### src/hw/fpAddPkg.sv
package fpAddPkg;

	localparam int expWidth = 5;    // Exponent field
	localparam int manWidth = 10;   // Stored mantissa field
	localparam int dataWidth = 16;  // Full word
	localparam int expBias = 15;
	localparam int pipeDepth = 4;   // Stages from inValid to outValid

	typedef enum logic {
		opAdd = 1'b0,
		opSub = 1'b1
	} opT;

	typedef struct packed {
		logic                sign;
		logic [expWidth-1:0] exp;
		logic [manWidth-1:0] man;
	} fpT;

	// Stage 1 output, operands ordered by magnitude
	typedef struct packed {
		logic              signA;
		logic              signB;     // Already flipped for opSub
		opT                ctrl;      // Effective operation
		logic              maxAB;     // Set when b is larger
		logic [expWidth:0] bigExp;
		logic [manWidth:0] bigMan;    // Hidden bit included
		logic [manWidth:0] smallMan;  // Aligned to bigExp
		logic [2:0]        smallGrs;  // Guard, round, sticky
	} alignT;

	typedef struct packed {
		logic                zeroSum;
		logic                signA;
		logic                signB;
		opT                  ctrl;
		logic                maxAB;
		logic [expWidth:0]   bigExp;
		logic [manWidth+4:0] sumMan;  // Carry, 11 bits, G/R/S
	} sumT;

	typedef struct packed {
		logic                zeroSum;
		logic [expWidth:0]   normE;
		logic [manWidth-1:0] normM;
		logic                g;
		logic                r;
		logic                s;
		logic                signA;
		logic                signB;
		opT                  ctrl;
		logic                maxAB;
	} normT;

endpackage

### src/hw/fpAddAlign.sv
`timescale 1ns/100ps

module fpAddAlign (
	input  logic             clk,
	input  logic             rstN,
	input  logic             inValid,     // One-cycle operand strobe
	input  fpAddPkg::fpT     a,
	input  fpAddPkg::fpT     b,
	input  fpAddPkg::opT     op,
	output logic             alignValid,
	output fpAddPkg::alignT  align
);

	import fpAddPkg::*;

	logic                                signBEff;
	logic                                zeroA;
	logic                                zeroB;
	logic [manWidth:0]                   manA;
	logic [manWidth:0]                   manB;
	logic                                maxAB;
	logic [expWidth-1:0]                 bigExp;
	logic [expWidth-1:0]                 smallExp;
	logic [expWidth-1:0]                 expDiff;
	logic [manWidth:0]                   smallRaw;
	logic [manWidth + 2**expWidth - 1:0] shiftBuf;
	alignT                               alignNext;

	assign signBEff = b.sign ^ (op == opSub);       // Subtract flips b
	assign zeroA = (a.exp == '0);                   // Subnormal or zero
	assign zeroB = (b.exp == '0);
	assign manA = zeroA ? '0 : {1'b1, a.man};       // Hidden bit back in
	assign manB = zeroB ? '0 : {1'b1, b.man};

	// Exponent first, mantissa breaks the tie
	assign maxAB = {b.exp, manB} > {a.exp, manA};   // Equal keeps a on top

	assign bigExp = maxAB ? b.exp : a.exp;
	assign smallExp = maxAB ? a.exp : b.exp;
	assign smallRaw = maxAB ? manA : manB;
	assign expDiff = bigExp - smallExp;             // 0 to 31

	// Room below the mantissa for the widest shift
	assign shiftBuf = {smallRaw, {(2**expWidth - 1){1'b0}}} >> expDiff;

	always_comb begin
		alignNext.signA = a.sign;
		alignNext.signB = signBEff;
		alignNext.ctrl = (a.sign ^ signBEff) ? opSub : opAdd;  // Unlike signs subtract
		alignNext.maxAB = maxAB;
		alignNext.bigExp = {1'b0, bigExp};
		alignNext.bigMan = maxAB ? manB : manA;
		alignNext.smallMan = shiftBuf[$left(shiftBuf) -: manWidth + 1];
		alignNext.smallGrs[2] = shiftBuf[$left(shiftBuf) - manWidth - 1];  // Guard
		alignNext.smallGrs[1] = shiftBuf[$left(shiftBuf) - manWidth - 2];  // Round
		alignNext.smallGrs[0] = |shiftBuf[$left(shiftBuf) - manWidth - 3:0];  // Sticky
	end

	always_ff @(posedge clk) begin
		if (!rstN) begin
			alignValid <= 1'b0;
		end else begin
			alignValid <= inValid;
		end
	end

	always_ff @(posedge clk) begin
		if (inValid) begin
			align <= alignNext;                     // Payload held when idle
		end
	end

	// Registered exponent never below the one that was shifted
	aBigExpOrder: assert property (@(posedge clk) disable iff (!rstN)
		inValid |=> align.bigExp >= {1'b0, $past(smallExp)})
		else $error("alignment picked the smaller exponent");

endmodule

### src/hw/fpAddMantSum.sv
`timescale 1ns/100ps

module fpAddMantSum (
	input  logic             clk,
	input  logic             rstN,
	input  logic             alignValid,
	input  fpAddPkg::alignT  align,
	output logic             sumValid,
	output fpAddPkg::sumT    sum
);

	import fpAddPkg::*;

	logic [manWidth+4:0] bigExt;
	logic [manWidth+4:0] smallExt;
	logic [manWidth+4:0] sumMan;
	sumT                 sumNext;

	assign bigExt = {1'b0, align.bigMan, 3'b000};              // Carry slot on top
	assign smallExt = {1'b0, align.smallMan, align.smallGrs};

	// Larger operand always on the left
	assign sumMan = (align.ctrl == opSub) ? bigExt - smallExt : bigExt + smallExt;

	always_comb begin
		sumNext.zeroSum = (sumMan == '0);                      // G/R/S count too
		sumNext.signA = align.signA;
		sumNext.signB = align.signB;
		sumNext.ctrl = align.ctrl;
		sumNext.maxAB = align.maxAB;
		sumNext.bigExp = align.bigExp;
		sumNext.sumMan = sumMan;
	end

	always_ff @(posedge clk) begin
		if (!rstN) begin
			sumValid <= 1'b0;
		end else begin
			sumValid <= alignValid;
		end
	end

	always_ff @(posedge clk) begin
		if (alignValid) begin
			sum <= sumNext;
		end
	end

	// Borrow would land in the carry bit
	aNoNegDiff: assert property (@(posedge clk) disable iff (!rstN)
		alignValid && align.ctrl == opSub |=> !sum.sumMan[manWidth+4])
		else $error("mantissa subtraction went negative");

endmodule

### src/hw/fpAddNormalize.sv
`timescale 1ns/100ps

module fpAddNormalize (
	input  logic            clk,
	input  logic            rstN,
	input  logic            sumValid,
	input  fpAddPkg::sumT   sum,
	output logic            normValid,
	output fpAddPkg::normT  norm
);

	import fpAddPkg::*;

	logic                carry;
	logic [3:0]          lzCount;      // 0 to 14
	logic [expWidth:0]   lzExt;
	logic [manWidth+3:0] leftMan;
	normT                normNext;

	assign carry = sum.sumMan[manWidth+4];

	// Highest set bit wins since the loop runs upward
	always_comb begin
		lzCount = 4'(manWidth + 4);                     // All zero
		for (int i = 0; i < manWidth + 4; i++) begin
			if (sum.sumMan[i]) begin
				lzCount = 4'(manWidth + 3 - i);
			end
		end
	end

	assign lzExt = {2'b00, lzCount};
	assign leftMan = sum.sumMan[manWidth+3:0] << lzCount;  // Hidden bit to the top

	always_comb begin
		normNext.zeroSum = sum.zeroSum;
		normNext.signA = sum.signA;
		normNext.signB = sum.signB;
		normNext.ctrl = sum.ctrl;
		normNext.maxAB = sum.maxAB;
		if (carry) begin
			// One step right, dropped bit joins sticky
			normNext.normM = sum.sumMan[manWidth+3:4];
			normNext.g = sum.sumMan[3];
			normNext.r = sum.sumMan[2];
			normNext.s = sum.sumMan[1] | sum.sumMan[0];
			normNext.normE = sum.bigExp + 1'b1;         // May reach 32
		end else begin
			normNext.normM = leftMan[manWidth+2:3];     // Hidden bit dropped
			normNext.g = leftMan[2];
			normNext.r = leftMan[1];
			normNext.s = leftMan[0];
			if (lzExt > sum.bigExp) begin
				normNext.normE = '0;                    // Clamp at zero
			end else begin
				normNext.normE = sum.bigExp - lzExt;
			end
		end
	end

	always_ff @(posedge clk) begin
		if (!rstN) begin
			normValid <= 1'b0;
		end else begin
			normValid <= sumValid;
		end
	end

	always_ff @(posedge clk) begin
		if (sumValid) begin
			norm <= normNext;
		end
	end

endmodule

### src/hw/fpAddRound.sv
`timescale 1ns/100ps

module fpAddRound (
	input  logic            clk,
	input  logic            rstN,
	input  logic            normValid,
	input  fpAddPkg::normT  norm,
	output logic            outValid,
	output fpAddPkg::fpT    z,
	output logic            expOverflow  // Exponent reached 32
);

	import fpAddPkg::*;

	logic                 roundUp;
	logic [manWidth:0]    roundUpM;    // Spare bit for mantissa carry
	logic [manWidth-1:0]  roundM;
	logic                 roundOf;
	logic [expWidth:0]    roundE;
	logic                 fSign;
	logic [dataWidth-1:0] zNext;

	// Nearest even, a bare tie only rounds an odd LSB
	assign roundUp = norm.g & (norm.r | norm.s | norm.normM[0]);
	assign roundUpM = {1'b0, norm.normM} + 1'b1;
	assign roundM = roundUp ? roundUpM[manWidth-1:0] : norm.normM;
	assign roundOf = roundUp & roundUpM[manWidth];          // All ones wrapped to zero

	assign roundE = norm.zeroSum ? '0 : norm.normE + {{expWidth{1'b0}}, roundOf};

	// Exact zero is negative only for two negative addends
	assign fSign = norm.zeroSum ? (norm.signA & norm.signB & (norm.ctrl == opAdd))
		: (norm.maxAB ? norm.signB : norm.signA);            // Sign of larger magnitude

	assign zNext = {fSign, roundE[expWidth-1:0], roundM};

	always_ff @(posedge clk) begin
		if (!rstN) begin
			outValid <= 1'b0;
			expOverflow <= 1'b0;
		end else begin
			outValid <= normValid;
			expOverflow <= normValid & roundE[expWidth];     // Top bit of wide exponent
		end
	end

	always_ff @(posedge clk) begin
		if (normValid) begin
			z <= fpT'(zNext);
		end
	end

	// Zero sum arrives with no mantissa bits left and never overflows
	aZeroNoOverflow: assert property (@(posedge clk) disable iff (!rstN)
		normValid && norm.zeroSum |=> !expOverflow && z.man == '0)
		else $error("zero sum gave a nonzero mantissa or an overflow");

endmodule

### src/hw/fpAddSub.sv
`timescale 1ns/100ps

module fpAddSub (
	input  logic          clk,
	input  logic          rstN,
	input  logic          inValid,      // One new operation per cycle at most
	input  fpAddPkg::fpT  a,
	input  fpAddPkg::fpT  b,
	input  fpAddPkg::opT  op,
	output logic          outValid,     // Four edges after inValid
	output fpAddPkg::fpT  z,
	output logic          expOverflow
);

	import fpAddPkg::*;

	logic  alignValid;
	alignT align;
	logic  sumValid;
	sumT   sum;
	logic  normValid;
	normT  norm;

	fpAddAlign uAlign (
		.clk        (clk),
		.rstN       (rstN),
		.inValid    (inValid),
		.a          (a),
		.b          (b),
		.op         (op),
		.alignValid (alignValid),
		.align      (align)
	);

	fpAddMantSum uMantSum (
		.clk        (clk),
		.rstN       (rstN),
		.alignValid (alignValid),
		.align      (align),
		.sumValid   (sumValid),
		.sum        (sum)
	);

	fpAddNormalize uNormalize (
		.clk       (clk),
		.rstN      (rstN),
		.sumValid  (sumValid),
		.sum       (sum),
		.normValid (normValid),
		.norm      (norm)
	);

	fpAddRound uRound (
		.clk         (clk),
		.rstN        (rstN),
		.normValid   (normValid),
		.norm        (norm),
		.outValid    (outValid),
		.z           (z),
		.expOverflow (expOverflow)
	);

endmodule

### config.mk
export PLATFORM = sky130hd
export DESIGN_NAME = fpAddSub
export DESIGN_NICKNAME = d
export VERILOG_FILES = /design/src/hw/fpAddPkg.sv /design/src/hw/fpAddAlign.sv /design/src/hw/fpAddMantSum.sv /design/src/hw/fpAddNormalize.sv /design/src/hw/fpAddRound.sv /design/src/hw/fpAddSub.sv
export SDC_FILE = /design/constraint.sdc
export NUM_CORES = 1
export LEC_CHECK = 0
export BUFFER_PORTS_ARGS = -buffer_cell sky130_fd_sc_hd__buf_2
export CAP_MARGIN = 20
export CORE_MARGIN = 3
export CORE_UTILIZATION = 40
export DETAILED_ROUTE_END_ITERATION = 8
export PLACE_DENSITY = 0.57
export SYNTH_ARGS = -nofsm -noshare
export SYNTH_HDL_FRONTEND = slang
export SYNTH_HIERARCHICAL = 1
export SYNTH_SLANG_ARGS = --single-unit
### constraint.sdc
create_clock -name clk -period 18.89 [get_ports clk]
set_clock_uncertainty 0.05 [all_clocks]
set_input_delay 0.9445 -clock clk [delete_from_list [all_inputs] [get_ports clk]]
set_output_delay 0.9445 -clock clk [all_outputs]
set_load 0.02 [all_outputs]
==> results of run 1 <==
cells in the mapped netlist, types with 6 or more instances:
| library cell | number | area [µm²] |
|---|---|---|
| nor2b_1 | 9 | 56.3 |
| nor3_1 | 21 | 105 |
| nor4_1 | 6 | 37.5 |
| xnor2_1 | 17 | 149 |
| a31oi_1 | 13 | 81.3 |
| o21ai_0 | 39 | 195 |
| a21o_1 | 11 | 82.6 |
| a211oi_1 | 7 | 52.6 |
| nand3_1 | 26 | 130 |
| buf_2 | 13 | 65.1 |
| and2_1 | 8 | 50.1 |
| ha_1 | 47 | 588 |
| a22oi_1 | 9 | 67.6 |
| mux2i_1 | 24 | 240 |
| nor2_1 | 59 | 221 |
| clkbuf_1 | 16 | 60.1 |
| o211ai_1 | 11 | 82.6 |
| a21oi_1 | 36 | 180 |
| nand2_1 | 84 | 315 |
| a211o_1 | 7 | 61.3 |
| inv_1 | 58 | 218 |
| nand2b_1 | 9 | 56.3 |
| a221oi_1 | 8 | 70.1 |
| edfxtp_1 | 100 | 3000 |
| o21ai_1 | 7 | 35.0 |
| nand4_1 | 9 | 56.3 |
| o22ai_1 | 12 | 75.1 |
| xor2_1 | 16 | 140 |
final cells by class:
type                       instances  area share, %
clock inverter                     5          0.439
clock buffer                      11           2.97
tap                              260           3.80
multi-input combinational        602           49.8
inverter                          63           2.82
timing repair buffer              59           3.86
sequential                       105           36.3
worst min-delay path by stage:
stage	cells past startpoint	to	slack, ns	from
final	0	uMantSum/sum[24]	0.37	uAlign/align[34]
after detailed placement	0	uNormalize/norm[1]	0.36	uMantSum/sum[22]
after CTS	0	uMantSum/sum[24]	0.37	uAlign/align[34]
after floorplan	0	uMantSum/sum[15]	0.35	uAlign/align[25]
after global routing	0	uNormalize/norm[3]	0.38	uMantSum/sum[24]
after global placement	0	uMantSum/sum[18]	0.35	uAlign/align[28]
routing by layer:
| metal | track usage [%] | up-vias |
|---|---|---|
| li1 | - | 3088 |
| met2 | 28.5 | 159 |
| met4 | 6.32 | 0 |
| met5 | 0 | - |
| met1 | 20.2 | 2880 |
| met3 | 2.62 | 27 |
where the power goes:
group	internal [mW]	switching (mW)	total (mW)
registers	0.291	0.0238	0.315
clock network	0.0981	0.0812	0.179
logic	0.118	0.177	0.295
total	0.507	0.282	0.789
cells in the final DEF, fill, tap and decap left out, types with 17 or more instances in the layout:
| cell | netlist | layout |
|---|---|---|
| buf_2 | 13 | 53 |
| mux2i_1 | 24 | 24 |
| nand3_1 | 26 | 26 |
| edfxtp_1 | 100 | 100 |
| ha_1 | 47 | 47 |
| nor2_1 | 59 | 59 |
| o21ai_0 | 39 | 39 |
| inv_1 | 58 | 58 |
| nor3_1 | 21 | 21 |
| nand2_1 | 84 | 84 |
| xnor2_1 | 17 | 17 |
| a21oi_1 | 36 | 36 |
metrics by stage:
stage | cell area [µm²] | hold WS, ns | std cells | setup WS, ns
finish | 8550 | 0.368 | 1105 | 11.67
global route | 8550 | 0.380 | 1105 | 11.33
CTS | 8530 | 0.372 | 1104 | 11.73
detailed placement | 8230 | 0.355 | 1088 | 11.35
global placement | 8230 | 0.353 | 1088 | 11.52
floorplan | 7800 | 0.350 | 806 | 12.16
cell families (layout without fill, tap and decap cells):
logic type	Yosys count	after routing
fa+ha+maj	49	49
xor+xnor	35	35
mux	33	33
buf+inv	99	138
flops	105	105
simple gates	260	260
other cells	1	1
compound gates	224	224
state kept, by name, indices dropped and copies added (netlist names), 16 cells and up:
register and cells:
uMantSum/sum 26, uNormalize/norm 24, uAlign/align 34, uRound/z 16
critical path, cell delays in order:
cell and delay, ns:
buf_2 0.13, or4_4 0.57, or2_2 0.43, nand2_1 0.19
inv_1 0.06, ha_1 0.29, nand4_1 0.18, or4_4 0.56
a21o_1 0.18, or3_1 0.50, o21ai_2 0.09, buf_4 0.31
a31oi_1 0.16, ha_1 0.76, mux4_2 0.63, o221a_2 0.31
mux2_2 0.27, mux2i_1 0.21, nand4_1 0.12, a221o_1 0.36
==> results.ini, run 1 <==
[status]
status=finished, final reports clean

[floorplanning]
die-area_mm2=0.0212
dieWidth_um=146
fp-row-count=50
core-area_mm2=0.0190
initial_core_util_pct=41.2
boundaryPins=54
dieHeight_um=146

[clock_tree]
postCtsSetupRepairBufs=0
cts_buffers=9
clockBufferDepth=2
postCtsResizedCells=0
hold_buffers=0
cts.clk_slew.worst_paths_ns=0.07
cts_root_buf=clkbuf_16
clock_sinks=105
htree_levels=3
clk-insertion-delay-late_ns=0.35
cts_tree=yes

[synthesis]
ys_seq_area_share_pct=39.8
synth_top_family_by_area=compound AO/OA/AOI/OAI gates
ys_ff_latch=105
synthCells=806
synth-compound-area-share_pct=21.0
syn-cell-area_mm2=0.00780
async_flop_share_pct=0
syn-num-nets=891
synth-simple-area-share_pct=16.4
synthMuxAreaShare_pct=4.95
synth_edf_count=100
synth_warnings=6
synth_xor_area_share_pct=4.12
synth_adder_area_share_pct=8.05
ys.flop_type=edfxtp_1
avgSynthCellArea_um2=9.68
synth_cell_types=92

[finish]
seq_area_mm2=0.00310
finish.utilization_pct=45.1
diodes=0
final_layout_size_suffix_gt1_share_pct=14.4
fill_cells=1847
final_nets=925
area_delta_synth_final_pct=9.60
multi_input_area_mm2=0.00426

[setup_path]
end_kind=register
cp-start-kind=input port
rr_worst_depth=9
worstPathArrival_ns=7.27
crit_fanout=25
critical_path_required_ns=18.94
r2r_start=uMantSum/sum[7]
crit_type=in2reg
cp-endpoint=uAlign/align[0]
r2r_slack_ns=15.48
regToRegEndpoint=uNormalize/norm[17]
critPathLaunch=b[11]

[sta]
drv_slew=0
rsz0062_at_grt=false
setup_tns_ns=0
timing.fmax_ghz=0.138
setup_violations=0
min_period_over_period_pct=38.2
tightest_slew_ns=0.937
hold_violations=0
relSlewSlack_pct=37.4
fin_crit_ns=7.22

[grt]
first_global_vias=5885
grt_start_max_net_pins=36
antenna_found_initial=0
overflow=0
grt_use_total_pct=16.3
grt_pass1_wl_mm=28.7

[placement]
gp_congestion=0.861
dp_hpwl_mm=13.5
numPortBuffers=53

[detailed_routing]
wl_met2_mm=8.57
drt_iter0_markers=504
viasPerCell=5.57
route.met3.wl_um=731
ant_nets=0
met1Wirelength_mm=7.69
top_layer=met4
drc=0
wl_per_cell_um=15.8
first_pass_iters=8
routed_wl_mm=17.4
vias=6154

[power_and_ir_drop]
power_leakage_nw=3.32
max-vdd-ir-drop_mv=0.0412
powerDensity_mw_per_mm2=92.3
fin_total_pwr_uw=789

[flow_run]
max-cap-violations=0

[worst_hold_path]
hold_path.class=reg2reg

Power figures use the tool's default switching activity.
==> run 2: changes to the inputs <==
- clock period: 18.89 -> 6.9 ns (I/O delays scaled with it)
==> run 2 against run 1 <==
Design area rose by 0.70%. Critical path depth rose by 2. First-iteration DRC count fell by 4.2%. Non-clock buffer count rose by 7. Sequential power rose to 2.7 times the previous value. Count of clock-buffer cells in the layout rose by 1. Clock power rose to 2.8 times the previous value. Worst hold slack got worse by 0.22 ns. Via count fell by 0.67%. Die area did not move. Global-route usage fell by 0.26 points. Critical path type unchanged. Critical endpoint unchanged.
==> results.ini, run 2 (synthesis gave the netlist of run 1 again) <==
[clock_tree]
cts.clk_slew.worst_paths_ns=0.07  ; about the same
clockBufferDepth=2  ; unchanged
htree_levels=3  ; unchanged
clk-insertion-delay-late_ns=0.35  ; about the same
cts_tree=yes
postCtsSetupRepairBufs=0  ; unchanged
hold_buffers=0  ; unchanged
clock_sinks=105  ; unchanged
cts_buffers=9  ; unchanged
cts_root_buf=clkbuf_16
postCtsResizedCells=0  ; unchanged

[placement]
place_ws_ns=0.499  ; -10.85 ns
placed_area_mm2=0.00829  ; +0.64%
gp_congestion=0.885  ; +2.8%
dp_hpwl_mm=13.5  ; -0.19%
numPortBuffers=53  ; unchanged
dp.cells=1095  ; +0.64%

[finish]
final_layout_size_suffix_gt1_share_pct=15.1  ; +0.70 points
largest_reg_flops=34  ; unchanged
final_nets=932  ; +0.76%
diodes=0  ; unchanged
mostFrequentLayoutCell=edfxtp_1
stdcell_count=1112  ; +0.63%
top_regs=uAlign/align x34, uMantSum/sum x26, uNormalize/norm x24
final_cell_mix=100 x edfxtp_1, 84 x nand2_1, 59 x nor2_1, 58 x inv_1, 53 x buf_2
final_cell_area_mm2=0.00861  ; +0.70%
regMostFlops=uAlign/align
area_delta_synth_final_pct=10.4

[sta]
finalWorstSetupSlack_ns=0.727  ; -10.94 ns
hold_violations=0  ; unchanged
fin_crit_ns=6.17
tightest_slew_ns=0.940  ; +0.00273 ns
setup_tns_ns=0  ; unchanged
min_period_over_period_pct=89.5
rsz0062_at_grt=false
drv_slew=0  ; unchanged
timing.fmax_ghz=0.162
relSlewSlack_pct=37.2  ; -0.18 points
setup_violations=0  ; unchanged

[power_and_ir_drop]
power_leakage_nw=3.36  ; +1.2%
powerDensity_mw_per_mm2=252  ; +170%
max-vdd-ir-drop_mv=0.123  ; +200%
fin_total_pwr_mw=2.17  ; +180%

[detailed_routing]
ant_nets=0  ; unchanged
drt_iter0_markers=483  ; -4.2%
wl_per_cell_um=15.5  ; -1.9%
vias=6113  ; -0.67%
first_pass_iters=8  ; unchanged
drc=0  ; unchanged
routed_wl_mm=17.2  ; -1.2%
viasPerCell=5.50  ; -1.3%

[grt]
grtUsageMet3_pct=2.65  ; +0.031 points
use_met2_pct=27.4  ; -1.1 points
grt_start_max_net_pins=36  ; unchanged
grt_use_total_pct=16.0  ; -0.26 points
grt_pass1_wl_mm=28.3  ; -1.3%
met1_usage_pct=20.3  ; +0.083 points
first_global_vias=5731  ; -2.6%
overflow=0  ; unchanged
grt_busiest_layer=met2
antenna_found_initial=0  ; unchanged

[floorplanning]
dieHeight_um=146  ; unchanged
initial_core_util_pct=41.2  ; unchanged
die-area_mm2=0.0212  ; unchanged
core-area_mm2=0.0190  ; unchanged
boundaryPins=54  ; unchanged
fp-row-count=50  ; unchanged
dieWidth_um=146  ; unchanged

[status]
status=finished, final reports clean

[setup_path]
end_kind=register
critPathLaunch=b[11]
worstPathArrival_ns=6.22  ; -1.05 ns
crit_type=in2reg
crit_fanout=14  ; -44%
critical_path_required_ns=6.94  ; -12.00 ns
cp-start-kind=input port
r2r_start=uMantSum/sum[7]

[worst_hold_path]
hold_path.class=in2reg
hold_start=a[15]

[flow_run]
max-cap-violations=0  ; unchanged

## run 2: cell types whose count changed in the layout (fill, tap and decap cells not counted), moves of 2 or more
| cell | previous run | this run |
|---|---|---|
| buf_4 | 5 | 12 |
| clkbuf_8 | 0 | 2 |
| clkinv_2 | 2 | 0 |
| inv_8 | 1 | 3 |
## run 2: cell type report
| cell class | count | area [µm²] |
|---|---|---|
| fillers | 1829 | 10300 |
| inverters | 63 | 241 |
| clock inverters | 4 | 42.5 |
| well taps | 260 | 325 |
| multi-input cells | 602 | 4260 |
| flip-flops and latches | 105 | 3100 |
| clock buffers | 12 | 256 |
| repair buffers | 66 | 383 |
## run 2: path summary, 6_finish.rpt
kind	to	slack [ns]	cells past startpoint
hold reg to reg	uNormalize/norm[1]	0.37	0
setup / recovery	uAlign/align[0]	0.73	22
hold / removal	uAlign/align[34]	0.15	1
setup reg to reg	uNormalize/norm[17]	3.50	9
## run 2: through the flow
| step | hold WS [ns] | utilization, % |
|---|---|---|
| finish | 0.149 | 45.4 |
| global route | 0.139 | 45.4 |
| CTS | 0.133 | 45.3 |
| detailed placement | 0.355 | 43.7 |
| global placement | 0.353 | 43.7 |
| floorplan | 0.350 | - |
## run 2: where the power goes
| group | switching [mW] | internal [mW] |
|---|---|---|
| sequential | 0.0650 | 0.798 |
| clock | 0.224 | 0.273 |
| combinational | 0.486 | 0.328 |
## run 2: critical path, cell delays in order
cell	delay [ns]
buf_2	0.13
or4_4	0.57
or2_2	0.44
nand2_1	0.19
inv_1	0.06
ha_1	0.29
nand4_1	0.16
or4_4	0.52
a21oi_2	0.24
nand2_1	0.23
a2111oi_0	0.53
a31oi_1	0.11
ha_1	0.35
buf_4	0.19
inv_1	0.17
nor2_1	0.14
nand3_1	0.11
mux2i_1	0.07
nor4_1	0.53
mux4_2	0.36
nand4_1	0.10
a221o_1	0.35
## run 2: metal layers
layer  share of wire (%)  vias to the layer above
li1                    -                     3105
met4                 3.2                        0
met5                   0                        -
met3                 4.1                       34
met2                  49                      170
met1                  44                     2804
